## config.mk

```make
export PLATFORM = sky130hd
export DESIGN_NAME = sync_fifo
export DESIGN_NICKNAME = d
export VERILOG_FILES = /design/src/sync_fifo.sv
export SDC_FILE = /design/constraint.sdc
export NUM_CORES = 1
export LEC_CHECK = 0
export BUFFER_PORTS_ARGS = -buffer_cell sky130_fd_sc_hd__clkbuf_2
export CAP_MARGIN = 40
export CORE_UTILIZATION = 43
export CTS_CLUSTER_SIZE = 28
export DETAILED_ROUTE_END_ITERATION = 12
export MAX_ROUTING_LAYER = met4
export PLACE_DENSITY = 0.65
export REMOVE_ABC_BUFFERS = 1
export SLEW_MARGIN = 15
export SYNTH_ARGS = -nofsm -noshare
export SYNTH_HDL_FRONTEND = slang
export SYNTH_SLANG_ARGS = --single-unit
```

## constraint.sdc

```tcl
create_clock -name clk -period 2.2 [get_ports clk]
set_input_delay 0 -clock clk [delete_from_list [all_inputs] [get_ports clk]]
set_output_delay 0 -clock clk [all_outputs]
set_load 0.01 [all_outputs]
```

## src/sync_fifo.sv

```systemverilog
module sync_fifo #(
    parameter type payload_t = logic [7:0],
    parameter int  DEPTH     = 4
) (
    input  logic                         clk,
    input  logic                         arst_n,

    input  logic                         wr,
    input  payload_t                     wr_data,
    output logic                         full,

    input  logic                         rd,
    output payload_t                     rd_data,
    output logic                         empty,

    output logic [$clog2(DEPTH+1)-1:0]   count
);

    localparam int PTR_WID = $clog2(DEPTH);

    payload_t           mem [DEPTH];
    logic [PTR_WID-1:0] wr_ptr;
    logic [PTR_WID-1:0] rd_ptr;
    logic               wr_en;
    logic               rd_en;
    logic [$clog2(DEPTH+1)-1:0] count_nxt;

    assign wr_en   = wr && !full;
    assign rd_en   = rd && !empty;
    assign empty   = (count == '0);
    assign rd_data = mem[rd_ptr];    // head is always visible.

    always_comb begin
        count_nxt = count;
        if (wr_en && !rd_en) begin
            count_nxt = count + 1'b1;
        end else if (rd_en && !wr_en) begin
            count_nxt = count - 1'b1;
        end
    end

    always_ff @(posedge clk) begin
        if (wr_en) begin
            mem[wr_ptr] <= wr_data;
        end
    end

    always_ff @(posedge clk or negedge arst_n) begin
        if (!arst_n) begin
            wr_ptr <= '0;
            rd_ptr <= '0;
            count  <= '0;
            full   <= 1'b1;    // refuse writes through reset.
        end else begin
            if (wr_en) begin
                wr_ptr <= (wr_ptr == PTR_WID'(DEPTH - 1)) ? '0 : wr_ptr + 1'b1;
            end
            if (rd_en) begin
                rd_ptr <= (rd_ptr == PTR_WID'(DEPTH - 1)) ? '0 : rd_ptr + 1'b1;
            end
            count <= count_nxt;
            full  <= (count_nxt == $bits(count)'(DEPTH));
        end
    end

endmodule : sync_fifo

```

# After elaboration in Yosys (flattened, before gate mapping)
# Memory sizes are Yosys's and may differ from the RTL's.
# Cells that the tools add are included.
[word_totals]
ff_bits = 8
mem_bits_rw = 32
inputBits = 12
output_inout_bits = 13
word_cells = 27
mem_count = 1
[classes]
n_addsub = 4
n_eq_ne = 3
mux = 6
n_reduce_logical = 9
[memory_table]
columns = ["memory", "words", "word_bits", "rd", "rd_ports_with_merged_regs", "write_ports", "line", "source"]
rows = [
  ["mem", 4, 8, 1, 0, 1, "21", "payload_t mem [DEPTH];"],
]
[op_table]
columns = ["cell", "n"]
rows = [
  ["3-bit 2-to-1 mux", 2],
  ["2-bit by 1-bit adder with 2-bit output, second input constant", 2],
  ["2-bit == test, second input constant", 2],
  ["1-bit logical AND", 4],
  ["1-bit zero test", 4],
  ["2-bit 2-to-1 mux", 2],
  ["3-bit by 1-bit adder with 3-bit output, second input constant", 1],
  ["3-bit == test, second input constant", 1],
  ["3-bit zero test", 1],
  ["3-bit by 1-bit subtractor with 3-bit output, second input constant", 1],
  ["1-bit 2-to-1 mux", 2],
]

# Logic depth before layout (Yosys ltp)
# Gate-level depths: netlist of run 1.
[logic_depth]
ltp_word = 7
depth_mapped = 7
ltp_nobuf = 7

# Least setup slack after synthesis of run 1
# Ideal clock, no wire load.
[synth_path]
kind = "reg-to-reg"
start = "register count[0]"
end = "register full"
setup_time_ns = 0.082
arrival_ns = 1.651
required_time_ns = 2.118
slack_ns = 0.467
path_stages_with_launch = 8
n_path_buf = 0
period_less_slack_ns = 1.733
cell_sequence = "dfrtp_1 > inv_1 > ha_1 > ha_1 > nand2b_2 > nor2_2 > nor4_1 > o31a_1"
[synth_between]
elab_chain_len = 7
elab_cells_between_ends = 11
classes_between = "2 x add/sub; 1 x eq/ne; 2 x mux; 6 x reduce/logical"
[synth_rtl]
columns = ["element", "line", "source"]
rows = [
  ["start, declared", "16", "output logic [$clog2(DEPTH+1)-1:0] count"],
  ["start signal, assigned", "61", "count <= count_nxt;"],
  ["3-bit zero test (*)", "30", "assign empty = (count == '0);"],
  ["net empty", "14", "output logic empty,"],
  ["1-bit zero test (*)", "29", "assign rd_en = rd && !empty;"],
  ["1-bit logical AND (*)", "29", ""],
  ["1-bit logical AND / 1-bit zero test (equally long branches)", "37, 35", ""],
  ["3-bit 2-to-1 mux / 1-bit logical AND (equally long branches)", "37, 35", ""],
  ["3-bit 2-to-1 mux (*)", "35", "if (wr_en && !rd_en) begin"],
  ["3-bit == test (*)", "62", "full <= (count_nxt == $bits(count)'(DEPTH));"],
  ["end signal, assigned", "62", ""],
  ["end, declared", "10", "output logic full,"],
]
# Mark *: on every way through the listed nets, which the timed path passes. The rest lies on a longest branch.
# A chain may end at the register's enable or synchronous reset.

# Final worst setup path of run 1
[layout_path]
start = "register count[0]"
end = "register full"
[layout_between]
elab_chain_len = 7
elab_cells_between_ends = 11
classes_between = "2 x add/sub; 1 x eq/ne; 2 x mux; 6 x reduce/logical"
[layout_rtl]
columns = ["element", "line"]
rows = [
  ["parallel branches: the longest is 5 deep, another holds 3-bit by 1-bit subtractor with 3-bit output", "n/a"],
  ["3-bit 2-to-1 mux (*)", "35"],
  ["3-bit == test (*)", "62"],
]
# Every way passes the cells marked *.

==> qor.txt, run 1 <==
outcome: completed
Rel. slew slack: 59.1%
Worst Path Arrival: 1.98 ns
initial DRC count: 38
critical-path cell list: inv_1 > ha_1 > ha_1 > nand2b_2 > nor2_2 > nor4_1 > o31a_1
Simple-Gate Fraction of Synth Area: 8.41%
total I/O pin count: 25
#FFs+latches synth: 40
PwrDens: 1290 nW/um^2
FP Rows: 22
Chip Height: 65.1 um
RSZ-0062 raised after global routing: false
final worst-path cycle share: 80.1%
max frequency: 567 MHz
drt via density: 5.04
WS Path Type: reg -> reg
Fillers: 328
Mapped Cells: 98
minimum clock period: 1.76 ns
first-pass GRT wire length: 4680 um
Final Hold Viols: 0
routability cong.: 0.736
top_reg_cell synth: edfxtp_1
max_cap viols: 0
# DRC: 0
DR pass1 iterations: 4
total vias in the final route: 928
port bufs: 24
antenna cell count: 0
largest net degree at the start of global routing: 15
skew final: 0.00221 ns
global router's overall resource usage: 16.2%
asr flop ratio synth: 20.0%
Cell Area, Synth: 1710 um^2
initial antenna violation count: 0
worst hold slack: 0.0851 ns
fin util: 55.5%
most frequent cell after synthesis: edfxtp_1
Die Span X: 65.1 um
worst vdd ir: 0.580 mV
CTS root buffer: clkbuf_8
worst min path class: in -> async
Max Root-Sink Buffers: 2
Crit path required time: 2.42 ns
CTS Buf Count: 5
Seq/Total Area, Yosys: 67.9%
LEAKAGE: 0.816 nW
top post-synthesis cells by count: edfxtp_1, ha_1, mux4_2, dfrtp_1, nand2_1
Mean Syn Cell Area: 17.5 um^2
worst skew pair latency: 0.29 ns
Post-Synth XOR/XNOR Area: 0.512%
Slew @ Worst Pin: 0.613 ns
mux contribution to synthesized area: 11.1%
Compound-Gate Fraction of Synth Area: 3.95%
critical path's largest stage delay: 0.44 ns
fraction of layout cells with a size suffix above 1: 38.2%
Max Slew Vio Count: 0
Yosys warning count: 0
Detail Placement HPWL: 1900 um
EDFF count, synth: 32
largest area contributor in the netlist: edfxtp_1
P&R area growth vs syn: 21.3%
top cells by area, synth: edfxtp_1, mux4_2, dfrtp_1
drt total wl: 2740 um
post-synth top area share: 56.1%
final setup vio count: 0
adder-cell area share of the yosys netlist: 5.85%
post-CTS setup buffers: 0
ANT nets after route: 0
largest family of logic cells by synthesized area: multiplexers
nets: 155
total gr overflow: 0
Max FO, Critical Path: 6
setup TNS: 0 ns
slowest CP cell: dfrtp_1
drt wl/cell: 14.9 um
CORE AREA: 3740 um^2
Most common cell on crit path: ha_1
Clk pin slew, worst setup/hold paths: 0.08 ns
CP Capture Type: register
TritonCTS sink count: 40
Starting Density: 45.7%
vias in the first global route: 1028
Critical Path Source Type: register
DIE AREA: 4240 um^2
htree depth: 2
Synth cell types: 29
CTS tree: yes
-- sequential cells by signal, indices dropped and copies added (netlist names) --
register  flops
mem          32
count         3
rd_ptr        2
wr_ptr        2
full          1
-- timing repair --
action                    CTS  global route
hold endpoints to repair   40             0
hold buffers                9             0
resized for setup           0             0
-- metal layers --
layer  track usage (%)  share of wire, %  vias to the layer above  routed length, um
met4              4.89               1.4                        0                 37
met3              5.90               4.5                        5                123
met1              18.8                42                      462               1140
met5                 -                 0                        -                  0
met2              26.4                52                       17               1440
li1                  -                 -                      444                  -
-- logic make-up (layout without fill, tap and decap cells) --
logic type	count (synthesis)	count (layout)
flip-flops	40	40
AND/OR/NAND/NOR	23	23
AO/OA/AOI/OAI	9	9
multiplexers	9	9
adder cells (fa/ha/maj)	8	8
buffers and inverters	8	46
XOR/XNOR	1	1
-- where the power goes --
part	switching [mW]	total, mW	internal (mW)
Sequential	0.173	1.21	1.03
Clock	0.258	0.600	0.341
Combinational	0.437	0.882	0.445
Total	0.868	2.69	1.82
-- critical path: cells and delay by family, from the launching register on --
family                     cells  cell delay, ns
DFF                            1            0.44
adders and majority gates      2            0.41
and+or+nand+nor                3            0.46
buffers and inverters          1            0.09
AOI/OAI and AO/OA              1            0.29
-- cell type report --
| class | count | area [um^2] | share of cell area [%] |
|---|---|---|---|
| sequential | 40 | 1160 | 56.0 |
| timing repair buffer | 33 | 210 | 10.1 |
| tap | 48 | 60.1 | 2.89 |
| clock inverter | 3 | 46.3 | 2.23 |
| clock buffer | 5 | 68.8 | 3.31 |
| inverter | 5 | 18.8 | 0.904 |
| multi-input combinational | 50 | 510 | 24.6 |
-- through the flow --
| step | cells | total power, mW | setup WS (ns) | instance area [um^2] |
|---|---|---|---|---|
| after floorplan | 95 | 1.80 | 0.467 | 1690 |
| after global placement | 167 | 2.08 | 0.518 | 1870 |
| after detailed placement | 167 | 2.12 | 0.447 | 1870 |
| after CTS | 184 | 2.73 | 0.378 | 2080 |
| after global routing | 184 | 2.88 | 0.298 | 2080 |
| final | 184 | 2.69 | 0.437 | 2080 |
-- path summary, 6_finish.rpt --
kind,startpoint,to,slack (ns),depth (start not counted)
worst max-delay path,count[0]$_DFF_PN0_,full$_DFF_PN1_,0.44,7
worst min-delay path,arst_n,count[2]$_DFF_PN0_,0.09,2
worst max register to register,count[0]$_DFF_PN0_,full$_DFF_PN1_,0.44,7
worst min register to register,count[0]$_DFF_PN0_,count[0]$_DFF_PN0_,0.59,1
max in group asynchronous,arst_n,full$_DFF_PN1_,1.87,2
min in group clk,rd,rd_ptr[1]$_DFFE_PN0P_,0.09,4
-- cells in the final DEF (no fill, tap or decap), types with 2 or more instances in the layout --
cell / instances
and2_2: 4
and2b_2: 2
clkbuf_2: 24
clkbuf_8: 5
dfrtp_1: 7
dlygate4sd3_1: 9
edfxtp_1: 32
ha_1: 8
inv_1: 5
mux4_2: 8
nand2_1: 6
nor2_2: 2
nor3_1: 2
o21ai_0: 4
Power figures use the tool's default switching activity.
==> run 2: changes to the inputs <==
clock period = 1.7 ns   (was 2.2 ns; I/O delays follow)
==> run 2 against run 1 <==
- core utilization grew 0.40 points
- clock power up 3%
- combinational power grew 50%
- wire length grew 1.5%
- count of clock-buffer cells in the layout is the same
- final cell count grew 2.2%
- via count up 3.4%
- critical path type unchanged
==> qor.txt, run 2 (synthesized netlist as in run 1, its figures left out) <==
Max Slew Vio Count: 0 (unchanged)
total gr overflow: 0 (unchanged)
# DRC: 0 (unchanged)
Crit path required time: 1.94 ns (-0.48 ns)
Pint: 2.28 mW (+25%)
FP Rows: 22 (unchanged)
DIE AREA: 4240 um^2 (unchanged)
routability cong.: 0.796 (+8.2%)
CP Capture Type: register
max_cap viols: 0 (unchanged)
antenna cell count: 0 (unchanged)
final worst-path cycle share: 95.9% (+16 points)
Detail Placement HPWL: 1940 um (+2.1%)
minimum clock period: 1.63 ns (-0.133 ns)
CORE AREA: 3740 um^2 (unchanged)
worst skew pair latency: 0.30 ns (about the same)
reg-to-reg startpoint: count[0]$_DFF_PN0_
Non-Filler Instances: 188 (+2.2%)
htree depth: 2 (unchanged)
worst r2r path cells: 7 (unchanged)
clock power share: 18.0% (-4.3 points)
TritonCTS sink count: 40 (unchanged)
CTS tree: yes
Chip Height: 65.1 um (unchanged)
max frequency: 613 MHz (+8.1%)
Rel. slew slack: 72.3% (+13 points)
ANT nets after route: 0 (unchanged)
fraction of layout cells with a size suffix above 1: 41.4% (+3.2 points)
vias in the first global route: 985 (-4.2%)
total vias in the final route: 960 (+3.4%)
most common cell after layout, fill and taps aside: edfxtp_1
Critical Path Source Type: register
Starting Density: 45.7% (unchanged)
commonest non-fill, non-tap cells in the layout: edfxtp_1, clkbuf_2, dlygate4sd3_1, mux4_2
final setup vio count: 0 (unchanged)
Regs by FF count: mem x32, count x3
initial antenna violation count: 0 (unchanged)
CP Launch Point: count[0]$_DFF_PN0_
worst min path class: in -> async
Worst Path Arrival: 1.87 ns (-0.11 ns)
pre-CTS setup slack: 0.0553 ns (-0.391 ns)
Fillers: 332 (+1.2%)
drt wl/cell: 14.8 um (-0.62%)
max reg flops: 32 (unchanged)
WS Path Type: reg -> reg
first-pass GRT wire length: 4490 um (-4.0%)
Max Root-Sink Buffers: 2 (unchanged)
Final Hold Viols: 0 (unchanged)
global router's overall resource usage: 15.5% (-0.66 points)
Die Span X: 65.1 um (unchanged)
port bufs: 24 (unchanged)
largest net degree at the start of global routing: 14 (-1)
switching power: 1.14 mW (+31%)
drt total wl: 2780 um (+1.5%)
CTS root buffer: clkbuf_8
FF-to-FF End: full$_DFF_PN1_
total I/O pin count: 25 (unchanged)
initial DRC count: 43 (+13%)
outcome: completed
CTS Buf Count: 5 (unchanged)
fin util: 55.9% (+0.40 points)
sequential share of power: 43.3% (-1.6 points)
PwrDens: 1630 nW/um^2 (+26%)
DR pass1 iterations: 3 (-1)
FF-to-FF setup slack: 0.07 ns (-0.37 ns)
largest register by flop count: mem
skew final: 0.00449 ns (+0.00228 ns)
Max FO, Critical Path: 4 (-2)
post-route setup slack: 0.0700 ns (-0.367 ns)
Comb power frac: 38.6% (+5.8 points)
P&R area growth vs syn: 22.2%
Switching Share: 33.3% (+1.1 points)
drt via density: 5.11 (+1.2%)
nets: 159 (+2.6%)
worst vdd ir: 0.942 mV (+62%)
LEAKAGE: 0.830 nW (+1.7%)
Clk pin slew, worst setup/hold paths: 0.08 ns (about the same)
Slew @ Worst Pin: 0.415 ns (-0.198 ns)
DP Cell Count: 170 (+1.8%)
RSZ-0062 raised after global routing: false
[run 2: timing repair]
item                                    CTS  global route
hold endpoints to repair                 40             0
buffers inserted                          0             1
endpoints found under the setup margin    0             2
hold buffers                              9             0
resized for setup                         0             4
[run 2: critical path, stage by stage (launching register included)]
cell and delay (ns):
dfrtp_1 0.39, inv_2 0.07, ha_1 0.15, ha_2 0.18
and2b_2 0.25, a211o_1 0.29, o221ai_2 0.08, o31a_1 0.16
[run 2: per-stage QoR]
stage / hold slack, ns / setup TNS, ns / area [um^2] / total power, mW
after floorplan: -0.296 / -0.0331 / 1690 / 2.33
after global placement: -0.140 / 0 / 1890 / 2.75
after detailed placement: -0.134 / 0 / 1890 / 2.79
after CTS: 0.0881 / 0 / 2070 / 3.42
after global routing: 0.108 / 0 / 2090 / 3.63
final: 0.0815 / 0 / 2090 / 3.42
[run 2: area by class of cell]
| type | count | area (um^2) | area share, % |
|---|---|---|---|
| clock inverters | 3 | 18.8 | 0.897 |
| well taps | 48 | 60.1 | 2.87 |
| inverters | 5 | 18.8 | 0.897 |
| repair buffers | 37 | 240 | 11.5 |
| flip-flops and latches | 40 | 1160 | 55.6 |
| multi-input cells | 50 | 523 | 25.0 |
| clock buffers | 5 | 68.8 | 3.29 |
[run 2: worst max path at each step]
stage | to | slack, ns | cells after the start
floorplan | full$_DFF_PN1_ | -0.03 | 7
global placement | full$_DFF_PN1_ | 0.14 | 7
detailed placement | full$_DFF_PN1_ | 0.06 | 7
CTS | full$_DFF_PN1_ | 0.05 | 7
global route | full$_DFF_PN1_ | 0.007 | 7
finish | full$_DFF_PN1_ | 0.07 | 7
[run 2: power by group through the flow]
stage | sequential [mW] | clock (mW) | combinational, mW
2_1_floorplan | 1.55 | 0 | 0.785
3_3_place_gp | 1.49 | 0 | 1.26
3_5_place_dp | 1.50 | 0 | 1.29
4_1_cts | 1.48 | 0.624 | 1.31
5_1_grt | 1.51 | 0.657 | 1.46
6_report | 1.48 | 0.616 | 1.32
[run 2: routing by layer]
layer  routed length [um]  GRT usage, %  up-vias
met2                 1390          25.3       15
met4                   50          6.52        0
met3                  109          4.86        6
met1                 1220          17.9      486
li1                     -             -      453
met5                    0             -        -
