==> config.mk <==
export PLATFORM = sky130hd
export DESIGN_NAME = buffer_link_table
export DESIGN_NICKNAME = d
export VERILOG_FILES = /design/src/packet_gather_pkg.sv /design/src/buffer_link_table.sv
export VERILOG_INCLUDE_DIRS = /design/src
export SDC_FILE = /design/constraint.sdc
export NUM_CORES = 1
export LEC_CHECK = 0
export ABC_AREA = 1
export BUFFER_PORTS_ARGS = -buffer_cell sky130_fd_sc_hd__buf_2
export CAP_MARGIN = 40
export CORE_ASPECT_RATIO = 1.4
export CORE_MARGIN = 5
export CORE_UTILIZATION = 40
export DETAILED_ROUTE_END_ITERATION = 6
export PLACE_DENSITY = 0.57
export RECOVER_POWER = 50
export SLEW_MARGIN = 0
export SYNTH_ARGS = -nofsm -noshare
export SYNTH_HDL_FRONTEND = slang
export SYNTH_SLANG_ARGS = --single-unit
export TNS_END_PERCENT = 5
==> constraint.sdc <==
create_clock -name clk -period 2.68 [get_ports clk]
set_input_delay 0.536 -clock clk [delete_from_list [all_inputs] [get_ports clk]]
set_output_delay 0.536 -clock clk [all_outputs]
set_load 0.02 [all_outputs]
==> src/packet_gather_config.svh <==
`ifndef PACKET_GATHER_CONFIG_SVH
`define PACKET_GATHER_CONFIG_SVH

// data path.
`define PG_DATA_BYTES 4

// buffers.
`define PG_BUFFER_SIZE 64
`define PG_PTR_WID 4

// packet attributes.
`define PG_META_WID 5
`define PG_MAX_PKT_SIZE 1024

// queues.
`define PG_DESC_DEPTH 4
`define PG_RD_FIFO_DEPTH 8

// buffer memory read pipeline.
`define PG_MEM_RD_LATENCY 3

`endif

==> src/packet_gather_pkg.sv <==
`include "packet_gather_config.svh"

package packet_gather_pkg;

    localparam int WORD_IDX_WID = $clog2(`PG_BUFFER_SIZE / `PG_DATA_BYTES);

    typedef logic [`PG_PTR_WID-1:0] ptr_t;
    typedef logic [`PG_PTR_WID+WORD_IDX_WID-1:0] addr_t;    // {ptr, word index}.
    typedef logic [`PG_DATA_BYTES*8-1:0] data_t;
    typedef logic [$clog2(`PG_DATA_BYTES)-1:0] mty_t;
    typedef logic [`PG_META_WID-1:0] meta_t;
    typedef logic [$clog2(`PG_BUFFER_SIZE+1)-1:0] buf_size_t;
    typedef logic [$clog2(`PG_MAX_PKT_SIZE+1)-1:0] pkt_size_t;

    typedef struct packed {
        ptr_t      addr;    // first buffer.
        pkt_size_t size;
        logic      err;
        meta_t     meta;
    } desc_t;

    typedef struct packed {
        data_t data;
        logic  eop;
        mty_t  mty;
    } beat_t;

    typedef enum logic [2:0] {
        EVT_OK            = 3'd0,
        EVT_ERR           = 3'd1,
        EVT_SIZE_MISMATCH = 3'd2
    } evt_status_e;

endpackage : packet_gather_pkg

==> src/buffer_link_table.sv <==
module buffer_link_table import packet_gather_pkg::*; (
    input  logic      clk,
    input  logic      arst_n,

    input  logic      link_wr,
    input  ptr_t      link_wr_ptr,
    input  ptr_t      link_wr_nxt_ptr,
    input  logic      link_wr_eof,
    input  buf_size_t link_wr_size,
    input  logic      link_wr_err,
    input  meta_t     link_wr_meta,

    input  logic      gather_req,
    input  ptr_t      gather_ptr,
    output logic      gather_vld,
    output ptr_t      gather_nxt_ptr,
    output logic      gather_eof,
    output buf_size_t gather_size,
    output meta_t     gather_meta,
    output logic      gather_err
);

    localparam int NUM_BUFFERS = 2 ** $bits(ptr_t);

    typedef struct packed {
        ptr_t      nxt_ptr;
        logic      eof;
        buf_size_t size;
        meta_t     meta;
        logic      err;
    } link_rec_t;

    link_rec_t table_q [NUM_BUFFERS];
    link_rec_t wr_rec;
    link_rec_t rec_q;

    assign wr_rec = '{nxt_ptr: link_wr_nxt_ptr, eof: link_wr_eof, size: link_wr_size,
                      meta: link_wr_meta, err: link_wr_err};

    always_ff @(posedge clk) begin
        if (link_wr) begin
            table_q[link_wr_ptr] <= wr_rec;
        end
    end

    // lookup, newest write wins on a collision.
    always_ff @(posedge clk) begin
        if (gather_req) begin
            rec_q <= (link_wr && link_wr_ptr == gather_ptr) ? wr_rec : table_q[gather_ptr];
        end
    end

    always_ff @(posedge clk or negedge arst_n) begin
        if (!arst_n) begin
            gather_vld <= 1'b0;
        end else begin
            gather_vld <= gather_req;
        end
    end

    assign gather_nxt_ptr = rec_q.nxt_ptr;
    assign gather_eof     = rec_q.eof;
    assign gather_size    = rec_q.size;
    assign gather_meta    = rec_q.meta;
    assign gather_err     = rec_q.err;

endmodule : buffer_link_table

Word level (Yosys, flattened, before mapping)
Memory sizes are Yosys's and may differ from the RTL's. A register that Yosys moved wholly into a read port is not among the register bits.
Cells that the tools add are included.
- bits in registers: 1
- RAM bits: 288
- output and inout bits: 19
- word-level logic and storage cells: 4
- memories: 1
- memories (name ; depth ; width ; read ports ; clocked after Yosys merged registers in ; wr ports ; line ; text):
    table_q ; 16 ; 18 ; 1 ; 1 ; 1 ; buffer_link_table.sv:33 ; link_rec_t table_q [NUM_BUFFERS];
- multiplexer cells: 2
- operator list (operator ; number):
    1-bit two-way mux ; 2

Longest topological paths before layout
Gate-level depths: netlist of the first run.
- depth after elaboration: 2
- gate-level depth with buffers: 10
- depth with buffers taken out: 9

Worst setup path before layout of the first run
Ideal clock, no wire load.
- path type: input port to flip-flop
- start point: input link_wr_ptr[3]
- end point: memory table_q[0][0] (netlist bit) (enable)
- setup time: 0.393 ns
- arrival time: 1.527 ns
- data required time: 2.287 ns
- slack: 0.761 ns
- stages on the path: 3
- path buffers: 0
- cell sequence: inv_1 > nand3_1 > nor2_1
- RTL lines (what ; line ; text):
    start: declaration ; buffer_link_table.sv:6 ; input ptr_t link_wr_ptr,
    end: declaration ; buffer_link_table.sv:33 ;
Straight into the memory's write port.

Worst setup path in the final report of the first run
- start point: register gather_meta[0] (netlist name)
- end point: output gather_meta[0]
- RTL lines (what ; line ; text):
    end: declaration ; buffer_link_table.sv:19 ; output meta_t gather_meta,
No word-level cell between the ends.

==> results of run 1 <==
==> logic make-up after synthesis <==
group,after synthesis
and+or+nand+nor,675
DFF,307
buffers and inverters,285
AOI/OAI and AO/OA,5
==> metal layers <==
metal,share of wire,vias up
met5,0,-
met4,0.030,0
met3,0.041,54
met2,0.52,206
met1,0.41,4183
li1,-,4265
==> how the worst max path moves through the flow <==
stage | from | to | slack [ns]
floorplan | link_wr_ptr[3] | table_q[0][0]$_DFFE_PP_ | 0.76
detailed placement | gather_ptr[1] | gather_size[5]$_DFFE_PP_ | 0.52
finish | gather_meta[0]$_DFFE_PP_ | gather_meta[0] | 0.93
global route | gather_meta[0]$_DFFE_PP_ | gather_meta[0] | 0.90
CTS | gather_meta[0]$_DFFE_PP_ | gather_meta[0] | 0.90
global placement | gather_ptr[1] | gather_size[3]$_DFFE_PP_ | 0.55
==> stage by stage <==
step / cells / instance area, µm² / util / total power, mW
finish: 1802 / 15120 / 0.4579 / 10.13
global route: 1802 / 15120 / 0.4579 / 10.50
CTS: 1802 / 15150 / 0.4590 / 10.23
detailed placement: 1750 / 14240 / 0.4314 / 6.300
global placement: 1750 / 14240 / 0.4314 / 6.294
floorplan: 1272 / 13250 / - / 5.968
==> flip-flops by register name, indices dropped and copies added, names as in the netlist <==
| register | count |
|---|---|
| table_q | 288 |
| gather_size | 7 |
| gather_meta | 5 |
| gather_nxt_ptr | 4 |
| gather_eof | 1 |
| gather_err | 1 |
| gather_vld | 1 |
==> cells in the final DEF (no fill, tap or decap), types with 4 or more instances in the layout <==
master / Yosys / final
nand2_1: 420 / 420
edfxtp_1: 306 / 306
nand3_1: 220 / 220
inv_1: 219 / 219
buf_4: 1 / 37
clkbuf_16: 0 / 29
clkbuf_1: 19 / 29
buf_2: 28 / 27
nand4_1: 18 / 18
nor2_2: 0 / 14
buf_12: 0 / 7
clkinv_2: 0 / 6
inv_2: 5 / 4
clkinv_1: 1 / 4
==> timing repair <==
item                                   in CTS  in global routing
resized for setup                           0                  0
buffers inserted                            0                  0
hold buffers                                1                  0
endpoints found under the hold margin       1                  0
==> power by group through the flow <==
stage / registers [mW] / logic (mW) / clock network (mW)
floorplan: 5.57 / 0.397 / 0
global placement: 5.55 / 0.745 / 0
detailed placement: 5.55 / 0.751 / 0
CTS: 5.45 / 0.755 / 4.03
global route: 5.45 / 0.820 / 4.23
finish: 5.45 / 0.741 / 3.94
==> layout make-up <==
type	count	area [µm²]
well taps	445	556.8
clock inverters	13	120.1
fillers	3085	17900
clock buffers	38	779.5
multi-input cells	680	2953
flip-flops and latches	307	9214
repair buffers	94	645.6
inverters	225	847.1
==> results.yml, run 1 <==
clocking:
  cts_tree: "built"
  htreeDepth: 1
  ctsRootBufferMaster: "clkbuf_16"
  clk_pin_slew_ns: 0.07
  clkLatencyLatePin_ns: 0.56
  numCtsBuffers: 29
  clock_sinks: 307
  clk_path_buf_depth: 3
die:
  io_pins: 49
  fp.dieH_um: 225.3
  die_area_mm2: 0.03691
  die_w_um: 163.8
  row_count: 79
  core_area_mm2: 0.03301
  start_util: 0.4013
global_route:
  grt.met1_usage: 0.2303
  grtUsageMet2: 0.3285
  grtUsageTotal: 0.1839
  grt_pass1_wl_mm: 51.25
  busiest_layer: "met2"
  grt_pass1_vias: 8557
  overflow: 0
  grt_max_degree: 77
  antenna_found_initial: 0
  grt_use_met3: 0.02068
pwr:
  pwr-share-comb: 0.073
  vdd_drop_max_mv: 0.3557
  p_leak_nw: 6.390
  powerDensity_mw_per_mm2: 670.2
  power_switching_mw: 2.280
  power.share.sequential: 0.538
  p_int_mw: 7.850
  sw_frac_of_total: 0.2251
  clkPwrFrac: 0.389
final_layout:
  diodes: 0
  syn2layout_area_growth_pct: 14.10
  drive_gt1_frac: 0.09875
  final_nets: 1367
sta:
  fin_ws_ns: 0.9342
  grt_setup_unrepaired: "no"
  finalSetupTns_ns: 0
  fmax_mhz: 572.8
  slew_violations: 0
  hold_slack_ns: 0.2893
  post-route-min-period_ns: 1.746
  maxSlewHeadroom: 0.08000
  setup-violations-final: 0
  post-route-period-util: 0.6514
  worst_slew_pin_slew_ns: 1.380
  final-hold-violation-count: 0
  fin_skew_ns: 0.01348
yosys:
  synth_cells: 1272
  synthAdderAreaFrac: 0
  syn-num-nets: 1302
  yosysTopAreaCell: "edfxtp_1"
  yosysMostFrequentCell: "nand2_1"
  muxShareOfSynthArea: 0
  synth_area_leaders: "edfxtp_1 69%, nand2_1 12%, nand3_1 8.3%"
  synth_top_area_share: 0.6936
  synthArstFlopShare: 0.003257
  syn_area_per_cell_um2: 10.41
  synth_edf_count: 306
  synth.cell_area_mm2: 0.01325
  synthTopCellsByCount: "420 x nand2_1, 306 x edfxtp_1, 220 x nand3_1"
  ys_seq_elements: 307
  synth-seq-area-share: 0.6955
  synth-compound-area-share: 0.003778
  synthDistinctLibCells: 18
  synth_xor_area_frac: 0
  ys_warn_count: 0
  synth_top_family_by_area: "simple AND/OR/NAND/NOR gates"
  ys.flop_type: "edfxtp_1"
  synth_simple_gate_area_frac: 0.2165
critical_path:
  path_delay_family: "flip-flops"
  rr_endpoint: "gather_meta[2]$_DFFE_PP_"
  worst_r2r_path_depth: 8
  cp.depth: 1
  end_kind: "output port"
  worstPathCellList: "buf_2"
  crit_buf_inv: 1
  cpMaxStageDelayCell: "edfxtp_1"
  max_stage_delay_ns: 0.46
  path_class: "register to output port"
  worstReg2RegStart: "table_q[4][3]$_DFFE_PP_"
  r2r_setup_slack_ns: 1.47
  crit_fanout: 1
  critPathArrivalTime_ns: 1.21
  worst_ep_required_time_ns: 2.14
  worstSetupStartpointType: "register"
drt:
  drtAntennaViolNets: 0
  firstDrtPassIters: 5
  wl_per_cell_um: 18.88
  vias_per_cell: 4.832
  drc: 0
  drtIter0Drc: 607
  totalWireLength_mm: 34.01
  via_count: 8708
place:
  place_congestion: 0.8060
  port-buffer-count: 48
  dpl_worst_slack_ns: 0.5225
  dpl.hpwl_mm: 19.71
status:
  status: "finished, final reports clean"
hold_path:
  hold_class: "input port to asynchronous set/reset pin"
job:
  maxCapViolCount: 0
Power figures use the tool's default switching activity.
==> run 2: changes to the inputs <==
clock period = 1.8 ns   (was 2.68 ns; I/O delays follow)
==> run 2 against run 1 <==
  * Cell count up 1.1%
  * Sequential power up 49%
  * Routed wire length down 0.39%
  * Combinational power up 59%
  * Sequential share of layout area down 1.7 points
  * Register-to-register slack worse by 0.88 ns
  * Count of clock-buffer cells in the layout down 4
  * Non-clock buffer count up 19
==> results.yml, run 2 (synthesis gave the netlist of run 1 again) <==
drt:
  drtAntennaViolNets: 0
  firstDrtPassIters: 5
  vias_per_cell: 4.880
  drtIter0Drc: 641
  via_count: 8891
  totalWireLength_mm: 33.88
  drc: 0
  wl_per_cell_um: 18.60
sta:
  fmax_mhz: 633.7
  post-route-period-util: 0.8767
  worst_slew_pin_slew_ns: 1.479
  finalSetupTns_ns: 0
  setup-violations-final: 0
  post-route-min-period_ns: 1.578
  slew_violations: 0
  maxSlewHeadroom: 0.01381
  grt_setup_unrepaired: "no"
  fin_skew_ns: 0.007130
  final-hold-violation-count: 0
critical_path:
  worstSetupStartpointType: "register"
  path_delay_family: "flip-flops"
  critPathArrivalTime_ns: 1.22
  worst_ep_required_time_ns: 1.44
  max_stage_delay_ns: 0.47
  end_kind: "output port"
  path_class: "register to output port"
  crit_fanout: 1
  crit_buf_inv: 1
  worstPathCellList: "buf_2"
  cpMaxStageDelayCell: "edfxtp_1"
final_layout:
  nFillCells: 3004
  drive_gt1_frac: 0.1105
  regArea_mm2: 0.009214
  largest_register: "table_q"
  fin_cells: 1822
  syn2layout_area_growth_pct: 17.32
  final_nets: 1386
  largest_register_ff_count: 288
  multi_input_area_mm2: 0.002950
  layout_common_cells: "420 x nand2_1, 306 x edfxtp_1, 220 x nand3_1, 219 x inv_1, 33 x buf_4"
  fin_area_mm2: 0.01554
  mostFrequentLayoutCell: "nand2_1"
hold_path:
  hold_class: "input port to asynchronous set/reset pin"
global_route:
  grt_pass1_wl_mm: 51.67
  grt_pass1_vias: 8680
  antenna_found_initial: 2
  grtUsageTotal: 0.1853
  grt_max_degree: 40
  grtUsageMet2: 0.3400
  grt_use_met3: 0.02049
  overflow: 0
  busiest_layer: "met2"
  grt.met1_usage: 0.2249
place:
  port-buffer-count: 48
  place_area_mm2: 0.01467
  dpl.hpwl_mm: 20.26
  place_congestion: 0.7945
  placed_cells: 1769
clocking:
  post_cts_resize_count: 0
  cts_tree: "built"
  clkLatencyLatePin_ns: 0.55
  htreeDepth: 1
  clock_sinks: 307
  numCtsBuffers: 29
  clk_pin_slew_ns: 0.06
  hold_buffers: 1
  post-cts-setup-buffer-count: 0
  ctsRootBufferMaster: "clkbuf_16"
  clk_path_buf_depth: 3
pwr:
  vdd_drop_max_mv: 0.5446
  p_leak_nw: 6.569
  powerDensity_mw_per_mm2: 985.3
die:
  die_area_mm2: 0.03691
  io_pins: 49
  row_count: 79
  start_util: 0.4013
  die_w_um: 163.8
  core_area_mm2: 0.03301
  fp.dieH_um: 225.3
status:
  status: "finished, final reports clean"
job:
  maxCapViolCount: 0
run 2: changes by cell type in the layout (fill, tap and decap cells not counted), moves of 2 or more:
| cell | previous run | this run |
|---|---|---|
| buf_4 | 37 | 33 |
| clkbuf_2 | 0 | 2 |
| clkbuf_8 | 2 | 0 |
| bufinv_16 | 2 | 4 |
| buf_12 | 7 | 28 |
| clkbuf_1 | 29 | 27 |
| clkinv_1 | 4 | 6 |
run 2: cell type report:
class,count,area share
Antenna cell,1,0.0001610
Clock buffer,34,0.04790
Tap cell,445,0.03582
Inverter,225,0.05450
Multi-Input combinational cell,680,0.1898
Clock inverter,17,0.01167
Sequential cell,307,0.5928
Timing Repair Buffer,113,0.06730
run 2: layer usage:
metal / share of wire / wire length [µm]
met2: 0.52 / 17760
met1: 0.40 / 13570
met4: 0.031 / 1060
met5: 0.00038 / 13
met3: 0.044 / 1476
run 2: path summary, 6_finish.rpt:
path,from,endpoint,slack [ns],cells after the start
setup / recovery,gather_meta[3]$_DFFE_PP_,gather_meta[3],0.22,1
hold / removal,arst_n,gather_vld$_DFF_PN0_,0.10,2
setup reg to reg,table_q[7][2]$_DFFE_PP_,gather_meta[1]$_DFFE_PP_,0.59,8
hold reg to reg,table_q[9][15]$_DFFE_PP_,gather_nxt_ptr[1]$_DFFE_PP_,0.83,8
max in group asynchronous,arst_n,gather_vld$_DFF_PN0_,1.60,2
min in group clk,link_wr_nxt_ptr[2],table_q[14][16]$_DFFE_PP_,0.36,1
run 2: power breakdown:
group	internal, mW	total (mW)	leakage, nW	switching [mW]
clock network	3.51	6.02	0.455	2.52
logic	0.367	1.18	3.32	0.811
registers	8.06	8.11	2.79	0.0535
total	11.9	15.3	6.57	3.38
run 2: through the flow:
step	hold slack [ns]	setup slack (ns)	total power, mW	util
final	0.1004	0.2220	15.31	0.4708
after global routing	0.1131	0.1855	15.88	0.4708
after CTS	0.09597	0.1982	15.45	0.4728
after detailed placement	0.1386	0.1041	9.458	0.4445
after global placement	0.1353	0.1194	9.445	0.4445
after floorplan	0.06441	0.05662	8.885	-
==> run 3: changes to the inputs <==
CORE_MARGIN = default   (was 5)
CTS_CLUSTER_DIAMETER = 60   (was default)
==> run 3 against run 2 <==
  * The run now ends with capacitance limit, slew limit left
  * Routed wire length rose by 1.7%
  * Hold slack got worse by 0.0097 ns
  * Count of clock-buffer cells in the layout rose by 5
  * Highest routed layer unchanged
  * Sequential share of layout area rose by 0.40 points
  * Global-route usage rose by 2.5 points
  * Sequential cell count did not move
  * Maximum frequency fell by 1.3%
  * Sequential power barely moved
  * Worst setup slack got worse by 0.021 ns
  * Largest power group unchanged
  * Combinational power barely moved
  * Critical endpoint is now gather_meta[0]
  * Critical path type unchanged
==> results.yml, run 3 (synthesis gave the netlist of run 1 again) <==
status:
  status: "finished, violations left"
  violations: "capacitance limit, slew limit"
critical_path:
  max_stage_delay_ns: 0.47
  path_class: "register to output port"
  worst_ep_required_time_ns: 1.44
  worstPathCellList: "buf_2"
  critPathArrivalTime_ns: 1.24
  crit_fanout: 1
  end_kind: "output port"
  cpMaxStageDelayCell: "edfxtp_1"
  path_delay_family: "flip-flops"
  crit_buf_inv: 1
  worstSetupStartpointType: "register"
drt:
  drtIter0Drc: 648
  vias_per_cell: 4.904
  drtAntennaViolNets: 0
  via_count: 8926
  wl_per_cell_um: 18.94
  firstDrtPassIters: 5
  totalWireLength_mm: 34.47
  drc: 0
pwr:
  pwr-share-comb: 0.076
  p_leak_nw: 6.547
  power_switching_mw: 3.463
  power.share.sequential: 0.531
  p_int_mw: 11.83
  vdd_drop_max_mv: 0.6282
  totalPowerFinal_mw: 15.29
  clkPwrFrac: 0.393
  powerDensity_mw_per_mm2: 990.4
  sw_frac_of_total: 0.2265
clocking:
  clock_sinks: 307
  clkLatencyLatePin_ns: 0.57
  numCtsBuffers: 30
  post_cts_resize_count: 0
  ctsRootBufferMaster: "clkbuf_16"
  clk_pin_slew_ns: 0.07
  htreeDepth: 1
  clk_path_buf_depth: 3
  cts_tree: "built"
final_layout:
  diodes: 0
  layout_common_cells: "420 x nand2_1, 306 x edfxtp_1, 220 x nand3_1, 219 x inv_1, 44 x buf_4"
  syn2layout_area_growth_pct: 16.54
  final_nets: 1388
  largest_register: "table_q"
  fin_area_mm2: 0.01544
  mostFrequentLayoutCell: "nand2_1"
  nFillCells: 2965
  largest_register_ff_count: 288
  drive_gt1_frac: 0.1109
place:
  dpl.hpwl_mm: 21.11
  place_congestion: 0.8482
  place_area_mm2: 0.01455
  port-buffer-count: 48
job:
  maxCapViolCount: 1
die:
  start_util: 0.4076
  die_w_um: 155.8
  die_area_mm2: 0.03386
  io_pins: 49
  row_count: 78
  core_area_mm2: 0.03250
  fp.dieH_um: 217.3
global_route:
  antenna_found_initial: 1
  grt_max_degree: 45
  grt_pass1_wl_mm: 52.32
  grtUsageTotal: 0.2107
  grt_pass1_vias: 8703
  overflow: 0
hold_path:
  hold_class: "input port to asynchronous set/reset pin"
sta:
  post-route-min-period_ns: 1.599
  setup-violations-final: 0
  final-hold-violation-count: 0
  slew_violations: 20
  maxSlewHeadroom: -0.1511
  fmax_mhz: 625.4
  post-route-period-util: 0.8883
  grt_setup_unrepaired: "no"
  fin_skew_ns: 0.01274
  finalSetupTns_ns: 0
  worst_slew_pin_slew_ns: 1.727
## run 3: area by class of cell
class,instances,area (µm²),area share
clock buffers,39,805.8,0.05219
repair buffers,114,943.4,0.06111
flip-flops and latches,307,9214,0.5968
inverters,225,847.1,0.05487
clock inverters,15,125.1,0.008104
multi-input cells,680,2953,0.1913
well taps,440,550.5,0.03566
## run 3: path summary, 6_finish.rpt
check / startpoint / end / slack [ns] / cells past startpoint
setup reg to reg: table_q[15][16]$_DFFE_PP_ / gather_nxt_ptr[2]$_DFFE_PP_ / 0.60 / 8
hold / removal: arst_n / gather_vld$_DFF_PN0_ / 0.09 / 2
max in group asynchronous: arst_n / gather_vld$_DFF_PN0_ / 1.63 / 2
setup / recovery: gather_meta[0]$_DFFE_PP_ / gather_meta[0] / 0.20 / 1
hold reg to reg: table_q[8][16]$_DFFE_PP_ / gather_nxt_ptr[2]$_DFFE_PP_ / 0.83 / 8
min in group clk: link_wr_meta[0] / table_q[10][1]$_DFFE_PP_ / 0.34 / 1
## run 3: power by group through the flow
stage	registers (mW)	clock network (mW)	logic [mW]
after floorplan	8.29	0	0.592
after global placement	8.26	0	1.17
after detailed placement	8.26	0	1.18
after CTS	8.11	6.12	1.18
after global routing	8.12	6.36	1.29
final	8.11	6.01	1.16
## run 3: metrics by stage
stage	cells	util	hold slack [ns]	setup slack, ns
after floorplan	1272	-	0.06441	0.05662
after global placement	1765	0.4477	0.1347	0.05390
after detailed placement	1765	0.4477	0.1358	0.05381
after CTS	1820	0.4767	0.06803	0.1734
after global routing	1820	0.4751	0.07931	0.1735
final	1820	0.4751	0.09068	0.2011
## run 3: metal layers
layer / share of wire / routed length, µm / up-vias / GRT usage
li1: - / - / 4315 / -
met1: 0.40 / 13840 / 4250 / 0.2579
met2: 0.50 / 17310 / 272 / 0.3621
met3: 0.053 / 1843 / 87 / 0.03166
met4: 0.043 / 1466 / 2 / 0.1026
met5: 0.00035 / 12 / - / 0
## run 3: timing repair
item	in CTS	in global routing
hold buffers	1	0
endpoints found under the hold margin	1	0
buffers inserted	0	0
